### src/common/scalar_pkg.sv
`default_nettype none

package scalar_pkg;

  //////////////////////////////////////////////////////////////////////
  // Widths
  //////////////////////////////////////////////////////////////////////

  // Data, element and modulus width
  localparam int DATA_SIZE = 32;

  // Stream length and element counter width
  localparam int LENGTH_SIZE = 16;

  // Bit index of the serial multiplier
  localparam int MUL_COUNT_SIZE = $clog2(DATA_SIZE);

  //////////////////////////////////////////////////////////////////////
  // Opcodes and command
  //////////////////////////////////////////////////////////////////////

  typedef enum logic [0:0] {
    OP_SUM     = 1'b0,  // Modular sum of the stream
    OP_PRODUCT = 1'b1   // Modular product of the stream
  } scalar_op_t;

  // Command captured on START, 49 bits
  typedef struct packed {
    scalar_op_t             op;
    logic [DATA_SIZE-1:0]   modulo;
    logic [LENGTH_SIZE-1:0] length;
  } scalar_cmd_t;

  //////////////////////////////////////////////////////////////////////
  // FSM states
  //////////////////////////////////////////////////////////////////////

  // Decoder
  typedef enum logic [0:0] {
    DEC_IDLE   = 1'b0,  // Waiting for START
    DEC_STREAM = 1'b1   // Taking elements
  } decode_state_t;

  // Execute stage
  typedef enum logic [1:0] {
    CORE_IDLE = 2'd0,
    CORE_ADD  = 2'd1,
    CORE_MUL  = 2'd2
  } core_state_t;

  // Serial multiplier
  typedef enum logic [0:0] {
    MUL_IDLE = 1'b0,
    MUL_RUN  = 1'b1
  } mult_state_t;

endpackage

`default_nettype wire

### src/design/scalar_decoder.sv
`default_nettype none

module scalar_decoder (
  input  wire                                CLK,
  input  wire                                RST,
  input  wire                                START,
  input  wire scalar_pkg::scalar_op_t        OPCODE_IN,
  input  wire [scalar_pkg::DATA_SIZE-1:0]    MODULO_IN,
  input  wire [scalar_pkg::LENGTH_SIZE-1:0]  LENGTH_IN,
  input  wire                                DATA_IN_ENABLE,
  input  wire [scalar_pkg::DATA_SIZE-1:0]    DATA_IN,
  input  wire                                busy,
  output scalar_pkg::scalar_cmd_t            cmd,
  output logic                               cmd_load,
  output logic                               elem_valid,
  output logic [scalar_pkg::DATA_SIZE-1:0]   elem_data,
  output logic                               elem_last
);

  import scalar_pkg::*;

  //////////////////////////////////////////////////////////////////////
  // Signals
  //////////////////////////////////////////////////////////////////////

  decode_state_t          state;
  logic [LENGTH_SIZE-1:0] elem_count;
  logic                   take_cmd;
  logic                   take_elem;
  logic                   elem_is_last;

  // Core idle and no element in flight
  assign take_cmd  = (state == DEC_IDLE) && START && !busy && !elem_valid;
  assign take_elem = (state == DEC_STREAM) && DATA_IN_ENABLE && !busy && !elem_valid;

  // Index equals length minus one
  assign elem_is_last = (elem_count == cmd.length - 1'b1);

  //////////////////////////////////////////////////////////////////////
  // Control FSM
  //////////////////////////////////////////////////////////////////////

  always_ff @(posedge CLK or posedge RST) begin
    if (RST) begin
      state      <= DEC_IDLE;
      cmd_load   <= 1'b0;
      elem_valid <= 1'b0;
      elem_count <= '0;
    end else begin
      // Single cycle strobes
      cmd_load   <= 1'b0;
      elem_valid <= 1'b0;
      case (state)
        DEC_IDLE: begin
          if (take_cmd) begin
            cmd_load   <= 1'b1;
            elem_count <= '0;
            state      <= DEC_STREAM;
          end
        end
        DEC_STREAM: begin
          if (take_elem) begin
            elem_valid <= 1'b1;
            elem_count <= elem_count + 1'b1;
            // Back to idle as the final element goes out
            if (elem_is_last) begin
              state <= DEC_IDLE;
            end
          end
        end
        default: state <= DEC_IDLE;
      endcase
    end
  end

  // Command and element payload
  always_ff @(posedge CLK) begin
    if (take_cmd) begin
      cmd <= '{op: OPCODE_IN, modulo: MODULO_IN, length: LENGTH_IN};
    end
    if (take_elem) begin
      elem_data <= DATA_IN;
      elem_last <= elem_is_last;
    end
  end

  //////////////////////////////////////////////////////////////////////
  // Assertions
  //////////////////////////////////////////////////////////////////////

  // Stray START, dropped
  start_ignored: assert property (@(posedge CLK) disable iff (RST)
    START |-> take_cmd)
    else $warning("START ignored, command running or core busy");

  // Stray element strobe, dropped
  enable_ignored: assert property (@(posedge CLK) disable iff (RST)
    DATA_IN_ENABLE |-> take_elem)
    else $warning("DATA_IN_ENABLE ignored, no stream open or core busy");

  // Command operands
  cmd_legal: assert property (@(posedge CLK) disable iff (RST)
    take_cmd |-> (LENGTH_IN != '0) && (MODULO_IN > DATA_SIZE'(1)))
    else $error("Zero length or modulus below two");

endmodule

`default_nettype wire

### src/design/scalar_function_top.sv
`default_nettype none

module scalar_function_top (
  input  wire                                CLK,
  input  wire                                RST,
  input  wire                                START,
  input  wire scalar_pkg::scalar_op_t        OPCODE_IN,
  input  wire [scalar_pkg::DATA_SIZE-1:0]    MODULO_IN,
  input  wire [scalar_pkg::LENGTH_SIZE-1:0]  LENGTH_IN,
  input  wire                                DATA_IN_ENABLE,
  input  wire [scalar_pkg::DATA_SIZE-1:0]    DATA_IN,
  output wire                                BUSY,
  output wire                                DATA_OUT_ENABLE,
  output wire                                READY,
  output wire [scalar_pkg::DATA_SIZE-1:0]    DATA_OUT
);

  import scalar_pkg::*;

  //////////////////////////////////////////////////////////////////////
  // Stage wiring
  //////////////////////////////////////////////////////////////////////

  // Decode to execute
  scalar_cmd_t          cmd;
  logic                 cmd_load;
  logic                 elem_valid;
  logic [DATA_SIZE-1:0] elem_data;
  logic                 elem_last;

  // Execute to result
  logic                 acc_done;
  logic [DATA_SIZE-1:0] acc_value;

  scalar_decoder u_decoder (
    .CLK            (CLK),
    .RST            (RST),
    .START          (START),
    .OPCODE_IN      (OPCODE_IN),
    .MODULO_IN      (MODULO_IN),
    .LENGTH_IN      (LENGTH_IN),
    .DATA_IN_ENABLE (DATA_IN_ENABLE),
    .DATA_IN        (DATA_IN),
    .busy           (BUSY),
    .cmd            (cmd),
    .cmd_load       (cmd_load),
    .elem_valid     (elem_valid),
    .elem_data      (elem_data),
    .elem_last      (elem_last)
  );

  // BUSY doubles as the element gate
  scalar_reduction_core u_core (
    .CLK        (CLK),
    .RST        (RST),
    .cmd        (cmd),
    .cmd_load   (cmd_load),
    .elem_valid (elem_valid),
    .elem_data  (elem_data),
    .elem_last  (elem_last),
    .busy       (BUSY),
    .acc_done   (acc_done),
    .acc_value  (acc_value)
  );

  scalar_result u_result (
    .CLK             (CLK),
    .RST             (RST),
    .acc_done        (acc_done),
    .acc_value       (acc_value),
    .DATA_OUT_ENABLE (DATA_OUT_ENABLE),
    .READY           (READY),
    .DATA_OUT        (DATA_OUT)
  );

endmodule

`default_nettype wire

### src/design/scalar_reduction_core.sv
`default_nettype none

module scalar_reduction_core (
  input  wire                               CLK,
  input  wire                               RST,
  input  wire scalar_pkg::scalar_cmd_t      cmd,
  input  wire                               cmd_load,
  input  wire                               elem_valid,
  input  wire [scalar_pkg::DATA_SIZE-1:0]   elem_data,
  input  wire                               elem_last,
  output logic                              busy,
  output logic                              acc_done,
  output logic [scalar_pkg::DATA_SIZE-1:0]  acc_value
);

  import scalar_pkg::*;

  //////////////////////////////////////////////////////////////////////
  // Signals
  //////////////////////////////////////////////////////////////////////

  core_state_t          state;
  scalar_op_t           op_reg;
  logic [DATA_SIZE-1:0] modulo;
  logic [DATA_SIZE-1:0] elem_reg;
  logic                 last_reg;

  // Modular add, one bit of headroom
  logic [DATA_SIZE:0]   sum_wide;
  logic [DATA_SIZE:0]   sum_diff;
  logic [DATA_SIZE-1:0] sum_mod;

  // Multiplier side
  logic                 mul_start;
  logic [DATA_SIZE-1:0] mul_a;
  logic [DATA_SIZE-1:0] mul_b;
  logic [DATA_SIZE-1:0] mul_mod;
  logic                 mul_done;
  logic [DATA_SIZE-1:0] mul_out;

  // Busy while an element is being folded in
  assign busy = (state != CORE_IDLE);

  assign sum_wide = {1'b0, acc_value} + {1'b0, elem_reg};
  assign sum_diff = sum_wide - {1'b0, modulo};
  assign sum_mod  = (sum_wide >= {1'b0, modulo}) ? sum_diff[DATA_SIZE-1:0]
                                                  : sum_wide[DATA_SIZE-1:0];

  // Product launches straight off the element strobe
  assign mul_start = elem_valid && (state == CORE_IDLE) && (op_reg == OP_PRODUCT);
  assign mul_a     = acc_value;
  assign mul_b     = elem_data;
  assign mul_mod   = modulo;

  //////////////////////////////////////////////////////////////////////
  // Execute FSM
  //////////////////////////////////////////////////////////////////////

  always_ff @(posedge CLK or posedge RST) begin
    if (RST) begin
      state     <= CORE_IDLE;
      op_reg    <= OP_SUM;
      acc_value <= '0;
      last_reg  <= 1'b0;
      acc_done  <= 1'b0;
    end else begin
      acc_done <= 1'b0;
      case (state)
        CORE_IDLE: begin
          if (cmd_load) begin
            // Identity of the operation
            op_reg    <= cmd.op;
            acc_value <= (cmd.op == OP_PRODUCT) ? DATA_SIZE'(1) : '0;
          end else if (elem_valid) begin
            last_reg <= elem_last;
            state    <= (op_reg == OP_PRODUCT) ? CORE_MUL : CORE_ADD;
          end
        end
        CORE_ADD: begin
          acc_value <= sum_mod;
          acc_done  <= last_reg;
          state     <= CORE_IDLE;
        end
        CORE_MUL: begin
          // Wait out the serial product
          if (mul_done) begin
            acc_value <= mul_out;
            acc_done  <= last_reg;
            state     <= CORE_IDLE;
          end
        end
        default: state <= CORE_IDLE;
      endcase
    end
  end

  // Modulus and operand
  always_ff @(posedge CLK) begin
    if ((state == CORE_IDLE) && cmd_load) begin
      modulo <= cmd.modulo;
    end
    if ((state == CORE_IDLE) && elem_valid) begin
      elem_reg <= elem_data;
    end
  end

  //////////////////////////////////////////////////////////////////////
  // Modular multiplier
  //////////////////////////////////////////////////////////////////////

  scalar_multiplier u_multiplier (
    .CLK       (CLK),
    .RST       (RST),
    .START     (mul_start),
    .MODULO_IN (mul_mod),
    .DATA_A_IN (mul_a),
    .DATA_B_IN (mul_b),
    .READY     (mul_done),
    .DATA_OUT  (mul_out)
  );

  // Elements arrive already reduced
  elem_below_mod: assert property (@(posedge CLK) disable iff (RST)
    elem_valid |-> (elem_data < modulo))
    else $error("Element not below the modulus");

  // Fixed product latency, load plus one cycle per bit
  mul_latency: assert property (@(posedge CLK) disable iff (RST)
    mul_start |-> ##(DATA_SIZE + 1) mul_done)
    else $error("Multiplier latency mismatch");

endmodule

`default_nettype wire

### src/design/scalar_result.sv
`default_nettype none

module scalar_result (
  input  wire                               CLK,
  input  wire                               RST,
  input  wire                               acc_done,
  input  wire [scalar_pkg::DATA_SIZE-1:0]   acc_value,
  output logic                              DATA_OUT_ENABLE,
  output logic                              READY,
  output logic [scalar_pkg::DATA_SIZE-1:0]  DATA_OUT
);

  import scalar_pkg::*;

  //////////////////////////////////////////////////////////////////////
  // Result register and strobes
  //////////////////////////////////////////////////////////////////////

  always_ff @(posedge CLK or posedge RST) begin
    if (RST) begin
      DATA_OUT_ENABLE <= 1'b0;
      READY           <= 1'b0;
      DATA_OUT        <= '0;
    end else begin
      // Both strobes last one cycle
      DATA_OUT_ENABLE <= acc_done;
      READY           <= acc_done;
      // Held until the next result
      if (acc_done) begin
        DATA_OUT <= acc_value;
      end
    end
  end

  // Results are separated by at least one element
  no_double_strobe: assert property (@(posedge CLK) disable iff (RST)
    DATA_OUT_ENABLE |=> !DATA_OUT_ENABLE)
    else $error("DATA_OUT_ENABLE fired twice in a row");

endmodule

`default_nettype wire

### src/scalar_multiplier/scalar_multiplier.sv
`default_nettype none

module scalar_multiplier (
  input  wire                               CLK,
  input  wire                               RST,
  input  wire                               START,
  input  wire [scalar_pkg::DATA_SIZE-1:0]   MODULO_IN,
  input  wire [scalar_pkg::DATA_SIZE-1:0]   DATA_A_IN,
  input  wire [scalar_pkg::DATA_SIZE-1:0]   DATA_B_IN,
  output logic                              READY,
  output logic [scalar_pkg::DATA_SIZE-1:0]  DATA_OUT
);

  import scalar_pkg::*;

  //////////////////////////////////////////////////////////////////////
  // Signals
  //////////////////////////////////////////////////////////////////////

  mult_state_t               state;
  logic [MUL_COUNT_SIZE-1:0] bit_count;
  logic                      last_bit;

  // Operands, B shifts out MSB first
  logic [DATA_SIZE-1:0] modulo;
  logic [DATA_SIZE-1:0] data_a;
  logic [DATA_SIZE-1:0] data_b;
  logic [DATA_SIZE-1:0] partial;

  // One step of the interleaved reduction
  logic [DATA_SIZE:0]   dbl_wide;
  logic [DATA_SIZE:0]   dbl_diff;
  logic [DATA_SIZE-1:0] dbl_mod;
  logic [DATA_SIZE:0]   add_wide;
  logic [DATA_SIZE:0]   add_diff;
  logic [DATA_SIZE-1:0] add_mod;
  logic [DATA_SIZE-1:0] partial_next;

  assign last_bit = (bit_count == '0);

  //////////////////////////////////////////////////////////////////////
  // Datapath
  //////////////////////////////////////////////////////////////////////

  always_comb begin
    // 2p mod m, one subtract is enough as p < m
    dbl_wide = {partial, 1'b0};
    dbl_diff = dbl_wide - {1'b0, modulo};
    dbl_mod  = (dbl_wide >= {1'b0, modulo}) ? dbl_diff[DATA_SIZE-1:0]
                                             : dbl_wide[DATA_SIZE-1:0];
    // Then + a mod m, a already reduced
    add_wide = {1'b0, dbl_mod} + {1'b0, data_a};
    add_diff = add_wide - {1'b0, modulo};
    add_mod  = (add_wide >= {1'b0, modulo}) ? add_diff[DATA_SIZE-1:0]
                                             : add_wide[DATA_SIZE-1:0];
    // Current bit of B selects
    partial_next = data_b[DATA_SIZE-1] ? add_mod : dbl_mod;
  end

  always_ff @(posedge CLK) begin
    if ((state == MUL_IDLE) && START) begin
      modulo  <= MODULO_IN;
      data_a  <= DATA_A_IN;
      data_b  <= DATA_B_IN;
      partial <= '0;
    end else if (state == MUL_RUN) begin
      partial <= partial_next;
      data_b  <= {data_b[DATA_SIZE-2:0], 1'b0};
      if (last_bit) begin
        DATA_OUT <= partial_next;
      end
    end
  end

  //////////////////////////////////////////////////////////////////////
  // Control
  //////////////////////////////////////////////////////////////////////

  always_ff @(posedge CLK or posedge RST) begin
    if (RST) begin
      state     <= MUL_IDLE;
      bit_count <= '0;
      READY     <= 1'b0;
    end else begin
      READY <= 1'b0;
      case (state)
        MUL_IDLE: begin
          if (START) begin
            bit_count <= MUL_COUNT_SIZE'(DATA_SIZE - 1);
            state     <= MUL_RUN;
          end
        end
        MUL_RUN: begin
          bit_count <= bit_count - 1'b1;
          // LSB of B done
          if (last_bit) begin
            READY <= 1'b1;
            state <= MUL_IDLE;
          end
        end
        default: state <= MUL_IDLE;
      endcase
    end
  end

  // No restart mid-product
  start_while_run: assert property (@(posedge CLK) disable iff (RST)
    START |-> (state == MUL_IDLE))
    else $error("Multiplier started while running");

endmodule

`default_nettype wire

### config.mk
export PLATFORM = sky130hd
export DESIGN_NAME = scalar_function_top
export DESIGN_NICKNAME = d
export VERILOG_FILES = /design/src/common/scalar_pkg.sv /design/src/design/scalar_decoder.sv /design/src/design/scalar_function_top.sv /design/src/design/scalar_reduction_core.sv /design/src/design/scalar_result.sv /design/src/scalar_multiplier/scalar_multiplier.sv
export SDC_FILE = /design/constraint.sdc
export NUM_CORES = 1
export LEC_CHECK = 0
export BUFFER_PORTS_ARGS = -buffer_cell sky130_fd_sc_hd__buf_4
export CAP_MARGIN = 20
export CORE_UTILIZATION = 63
export DETAILED_ROUTE_END_ITERATION = 10
export GPL_TIMING_DRIVEN = 1
export PLACE_DENSITY = 0.81
export RECOVER_POWER = 100
export REMOVE_ABC_BUFFERS = 1
export SYNTH_ARGS = -nofsm -noshare
export SYNTH_HDL_FRONTEND = slang
export SYNTH_HIERARCHICAL = 1
export SYNTH_SLANG_ARGS = --single-unit
### constraint.sdc
create_clock -name CLK -period 9.3 [get_ports CLK]
set_clock_uncertainty 0.15 [all_clocks]
set_input_delay 2.79 -clock CLK [delete_from_list [all_inputs] [get_ports CLK]]
set_output_delay 2.79 -clock CLK [all_outputs]
set_load 0.05 [all_outputs]
Word level (Yosys, flattened, before mapping):

Cells that the tools add are included.

* add/subtract/negate cells: 8
* $lt $le $gt $ge: 3
* eq/ne operators: 10
* mux-type cells: 34
* bitwise operators: 4
* reduce and logical (&&, ||, !) cells: 23

Operators by type and width (count)
* $mux W32: 8
* $ge A33 B32 Y1: 3
* $pmux W32 S3: 1
* $sub A32 B32 Y32: 3
* $add A32 B32 Y33: 2
* $mux W16: 2
* $pmux W16 S2: 1
* $add A16 B1 Y16 const B: 1
* $eq A16 B16 Y1: 1
* $sub A16 B1 Y16 const B: 1
* $mux W1: 12
* $ne A2 B2 Y1 const B: 6
* $reduce_and A3 Y1: 4
* $logic_and A1 B1 Y1: 10
* $pmux W5 S2: 1
* $mux W2: 4
* $pmux W1 S2: 3
* $logic_not A5 Y1: 1
* $mux W5: 1
* $sub A5 B1 Y5 const B: 1
* $not A1 Y1: 4
* $pmux W2 S2: 1
* $reduce_and A2 Y1: 2
* $reduce_bool A2 Y1: 2
* other kinds (6): 7

* register bits after elaboration: 402
* bits of input ports: 85
* logic and storage cells: 108

Depth between registers and ports, before layout:

* depth in word-level cells: 6
* mapped depth: 34
* mapped depth without buffers: 29

Hierarchy:

The synthesis kept the hierarchy.

By module, submodules not included
* scalar_multiplier: instances 1, cells an instance 1348, area an instance 12595.8 sq um, seq. area each 4659.5 sq um
* scalar_reduction_core: instances 1, cells an instance 774, area an instance 7413.4 sq um, seq. area each 2847.7 sq um
* scalar_decoder: instances 1, cells an instance 250, area an instance 3928.8 sq um, seq. area each 2937.8 sq um
* scalar_result: instances 1, cells an instance 71, area an instance 1381.3 sq um, seq. area each 825.8 sq um

Worst setup path after synthesis:

OpenSTA, ideal clock, no wires.

* kind: register to register
* start point: register u_core.u_multiplier.modulo[18]
* end point: register u_core/u_multiplier/DATA_OUT[25] in the netlist's numbering, data pin
* library setup time: 257 ps
* arrival: 6891 ps
* required time: 8893 ps
* setup slack: 2003 ps
* stages on the path, launching flop included: 33
* buffers on the path: 5
* clock period less this slack: 7297 ps
* cells stage by stage: edfxtp_1 inv_1 ha_1 clkbuf_1 a21oi_1 o21ai_1 or3_1 o21a_1 and3_1 nor3_1 clkbuf_1 buf_2 buf_2 nor2_1 ha_1 inv_1 fa_1 nor2b_1 o31a_1 o41a_1 a41oi_2 o21ai_0 a311oi_1 xnor2_1 ha_1 a21oi_1 nor2_1 a2111oi_0 nand4_1 nor3_2 buf_2 o31ai_1 o22a_1

* word-level cells in the longest chain between the ends: 6
* elaborated cells between the ends (all ways): 8
* those cells by class: add/sub (3); order compare (2); mux (3)

Ends and longest elaborated chain
* from (decl): RTL line scalar_multiplier.sv:25 `logic [DATA_SIZE-1:0] modulo;`
* from (signal assigned): RTL line scalar_multiplier.sv:62 `modulo <= MODULO_IN;`
* $sub A32 B32 Y32 / $ge A33 B32 Y1 (equally long branches): RTL line scalar_multiplier.sv:48, scalar_multiplier.sv:49
* $mux W32: RTL line scalar_multiplier.sv:49 `dbl_mod = (dbl_wide >= {1'b0, modulo}) ? dbl_diff[DATA_SIZE-1:0]`
* $add A32 B32 Y33: RTL line scalar_multiplier.sv:52 `add_wide = {1'b0, dbl_mod} + {1'b0, data_a};`
* $sub A32 B32 Y32 / $ge A33 B32 Y1 (equally long branches): RTL line scalar_multiplier.sv:53, scalar_multiplier.sv:54
* $mux W32: RTL line scalar_multiplier.sv:54 `add_mod = (add_wide >= {1'b0, modulo}) ? add_diff[DATA_SIZE-1:0]`
* $mux W32 (*): RTL line scalar_multiplier.sv:57 `partial_next = data_b[DATA_SIZE-1] ? add_mod : dbl_mod;`
* net u_core.u_multiplier.partial_next[25]: RTL line scalar_multiplier.sv:37 `logic [DATA_SIZE-1:0] partial_next;`
* to (signal assigned): RTL line scalar_multiplier.sv:70 `DATA_OUT <= partial_next;`
* to (decl): RTL line scalar_multiplier.sv:11 `output logic [scalar_pkg::DATA_SIZE-1:0] DATA_OUT`

Mark *: on every way through the listed nets, which the timed path passes. The rest lies on a longest branch.
A chain may end at the register's enable or synchronous reset.

Worst setup path after layout:

* start point: register u_core.u_multiplier.modulo[26]
* end point: register u_core/u_multiplier/DATA_OUT[27] in the netlist's numbering, data pin

Same word-level chain as after synthesis.

==> reports/qor.csv <==
stage,metric,value,unit
clock_network,CTS H-tree depth,2,
clock_network,Post-CTS Repair Setup Buffers,0,
clock_network,CTS Buf Count,42,
finish,Layout Nets,2802,
clock_network,CTS resizes,0,
floorplanning,Die Ht,202,um
detailed_routing,Detail Route Antenna Nets,0,
grt,gr usage total,37.7,%
finish,"Most flops, register",u_decoder/cmd,
setup_path,Critical Path End Type,register,
detailed_routing,final WL,77300,um
setup_path,"Req. time, crit path",9450,ps
logic_synthesis,dominant synthesized flop cell,edfxtp_1,
floorplanning,total I/O pin count,120,
clock_network,clk sink count,402,
clock_network,Worst-Skew Late Latency,570,ps
detailed_routing,DRT iter0 DRCs,2491,
min_path,Hold Startpoint,u_decoder/cmd[40],
detailed_routing,Wirelength per Cell,24.9,um
logic_synthesis,Post-synth EDFFs,274,
placed_design,routability cong.,1.03,
min_path,Worst Hold Class,reg2reg,
detailed_routing,# DRC,0,
finish,Area growth syn-to-layout,9.15,%
logic_synthesis,Mapped Cells,2443,
timing,fin crit share,95.5,%
run_status,failing checks,"capacitance limit, slew limit",
timing,minimum clock period,8880,ps
logic_synthesis,Post-synth ARST share,23.9,%
timing,fmax,113,MHz
placed_design,IO buf count,119,
setup_path,most frequent CP cell,nand3_1,
logic_synthesis,Avg Inst Size Synth,10.4,um^2
run_status,status,"complete, but fails checks",
setup_path,CP max-delay cell,nor4_1,
detailed_routing,Pre-Repair DR Iteration Count,6,
clock_network,CTS Root Cell,clkbuf_16,
grt,first-pass GRT wire length,119000,um
placed_design,DP HPWL,58100,um
grt,met2 Use GR,60.5,%
timing,Setup-failing EPs final,0,
clock_network,Clock transition at path regs,60,ps
detailed_routing,via count,21100,
floorplanning,Die Span X,202,um
timing,Hold Slack,266,ps
setup_path,Slowest Stage Delay on Critical Path,710,ps
floorplanning,# rows,73,
grt,global routing's busiest layer,met2,
floorplanning,die area,41000,um^2
setup_path,RR Startpoint,u_core/u_multiplier/modulo[26],
logic_synthesis,synth unique cells,112,
logic_synthesis,Synth Register Bits,402,
timing,worst slew pin tran,3570,ps
grt,Global Route met3 Usage,6.66,%
logic_synthesis,post-synthesis cell area,25300,um^2
grt,initial antenna violation count,3,
detailed_routing,Avg Vias per Cell,6.79,
timing,final hold violations,0,
setup_path,Worst Path Arrival,9030,ps
grt,met1 Use GR,50.9,%
grt,GRT overflow,0,
logic_synthesis,YS warnings,6,
timing,Slew Limit Fails,526,
grt,largest net degree at the start of global routing,72,
timing,TNS Setup,0,ps
setup_path,Setup crit start,u_core/u_multiplier/modulo[26],
finish,max FFs per register,49,
clock_network,clk buf depth,3,
logic_synthesis,sequential area share after synthesis,44.5,%
floorplanning,CORE AREA,39600,um^2
setup_path,largest fanout on the critical path,17,
floorplanning,Initial Util,63.9,%
setup_path,Crit Path Category,reg2reg,
timing,relative max-transition margin,-138,%
finish,fraction of layout cells with a size suffix above 1,9.36,%
setup_path,CP Launch Type,register,
setup_path,"CP delay by family, top",simple AND/OR/NAND/NOR gates,
clock_network,CTS tree,done,
clock_network,hold buffers post-CTS,0,
setup_path,buffer and inverter count on the worst path,4,
flow_run,max-cap violations,14,
grt,vias in the first global route,20400,
timing,RSZ-0062 raised after global routing,false,
-- synth_stat cells, drive strengths merged, types with 36 or more instances --
cell type	count	area share, %
inv	138	2.0
xor2	64	2.2
xnor2	92	3.2
nand3	40	0.79
nor2	156	2.3
ha	168	8.3
nand2	162	2.4
mux2	87	4.3
nor3	47	0.97
o21a	37	1.1
a21oi	206	4.1
o21ai	123	2.4
a21o	74	2.2
dfrtp	96	9.5
a31oi	36	0.94
clkbuf	73	1.2
nand4	55	1.4
edfxtp	274	32
-- stage by stage --
stage	setup slack (ps)	cells	utilization, %	instance area, um^2
after global routing	248	3100	69.7	27600
after floorplan	199	2348	-	24800
after CTS	791	3100	70.6	28000
after global placement	849	3024	67.3	26700
after detailed placement	826	3025	67.3	26700
final	417	3101	69.7	27600
-- area by class of cell --
class                      count  area, um^2
tap                          525         657
fill                        2974       12000
inverter                     140         526
sequential                   402       11300
clock buffer                  60        1170
antenna                        1        2.50
multi-input combinational   1806       12900
timing repair buffer         152         925
clock inverter                15         161
-- cell usage in the layout, fill, tap and decap left out, drive strengths merged, types with 16 or more instances in the layout --
cell type and count:
nand2b 16, or3 21, mux2i 34, mux2 87
nand3 40, inv 139, a211oi 34, clkbuf 194
dfrtp 96, ha 168, nand2 162, buf 18
o31ai 19, dfxtp 32, xnor2 92, nor2b 23
edfxtp 274, nor3 47, a31oi 36, a21o 74
a221oi 24, a21oi 206, o21bai 18, nor2 156
o21ai 123, and3 31, o211ai 17, nand4 55
xor2 64, o21a 37, and2 20
-- per-layer routing --
metal	wire (um)	part of all wire (%)
met2	35500	46
met5	0	0
met4	3380	4.4
met3	7640	9.9
met1	30800	40
-- worst paths after layout --
check                                                   end  slack, ps  cells after the start
setup / recovery           u_core/u_multiplier/DATA_OUT[27]        420                     28
hold / removal                            u_core/modulo[24]        270                      0
setup reg to reg           u_core/u_multiplier/DATA_OUT[27]        420                     28
hold reg to reg                           u_core/modulo[24]        270                      0
max in group asynchronous             u_result/DATA_OUT[26]       4680                      3
min in group asynchronous              u_result/DATA_OUT[1]       2100                      2
-- cell families after synthesis --
| logic type | after synthesis | share of synthesized area (%) |
|---|---|---|
| AOI/OAI and AO/OA | 730 | 19.4 |
| xor gates and xnor gates | 156 | 5.43 |
| adders and majority gates | 173 | 8.70 |
| buffers and inverters | 235 | 3.96 |
| DFF | 402 | 44.5 |
| muxes | 121 | 5.66 |
| and+or+nand+nor | 626 | 12.3 |
Power is left out: the tool's default activity adds up to more than one toggle a clock period on the data nets, which glitch-free logic cannot reach.
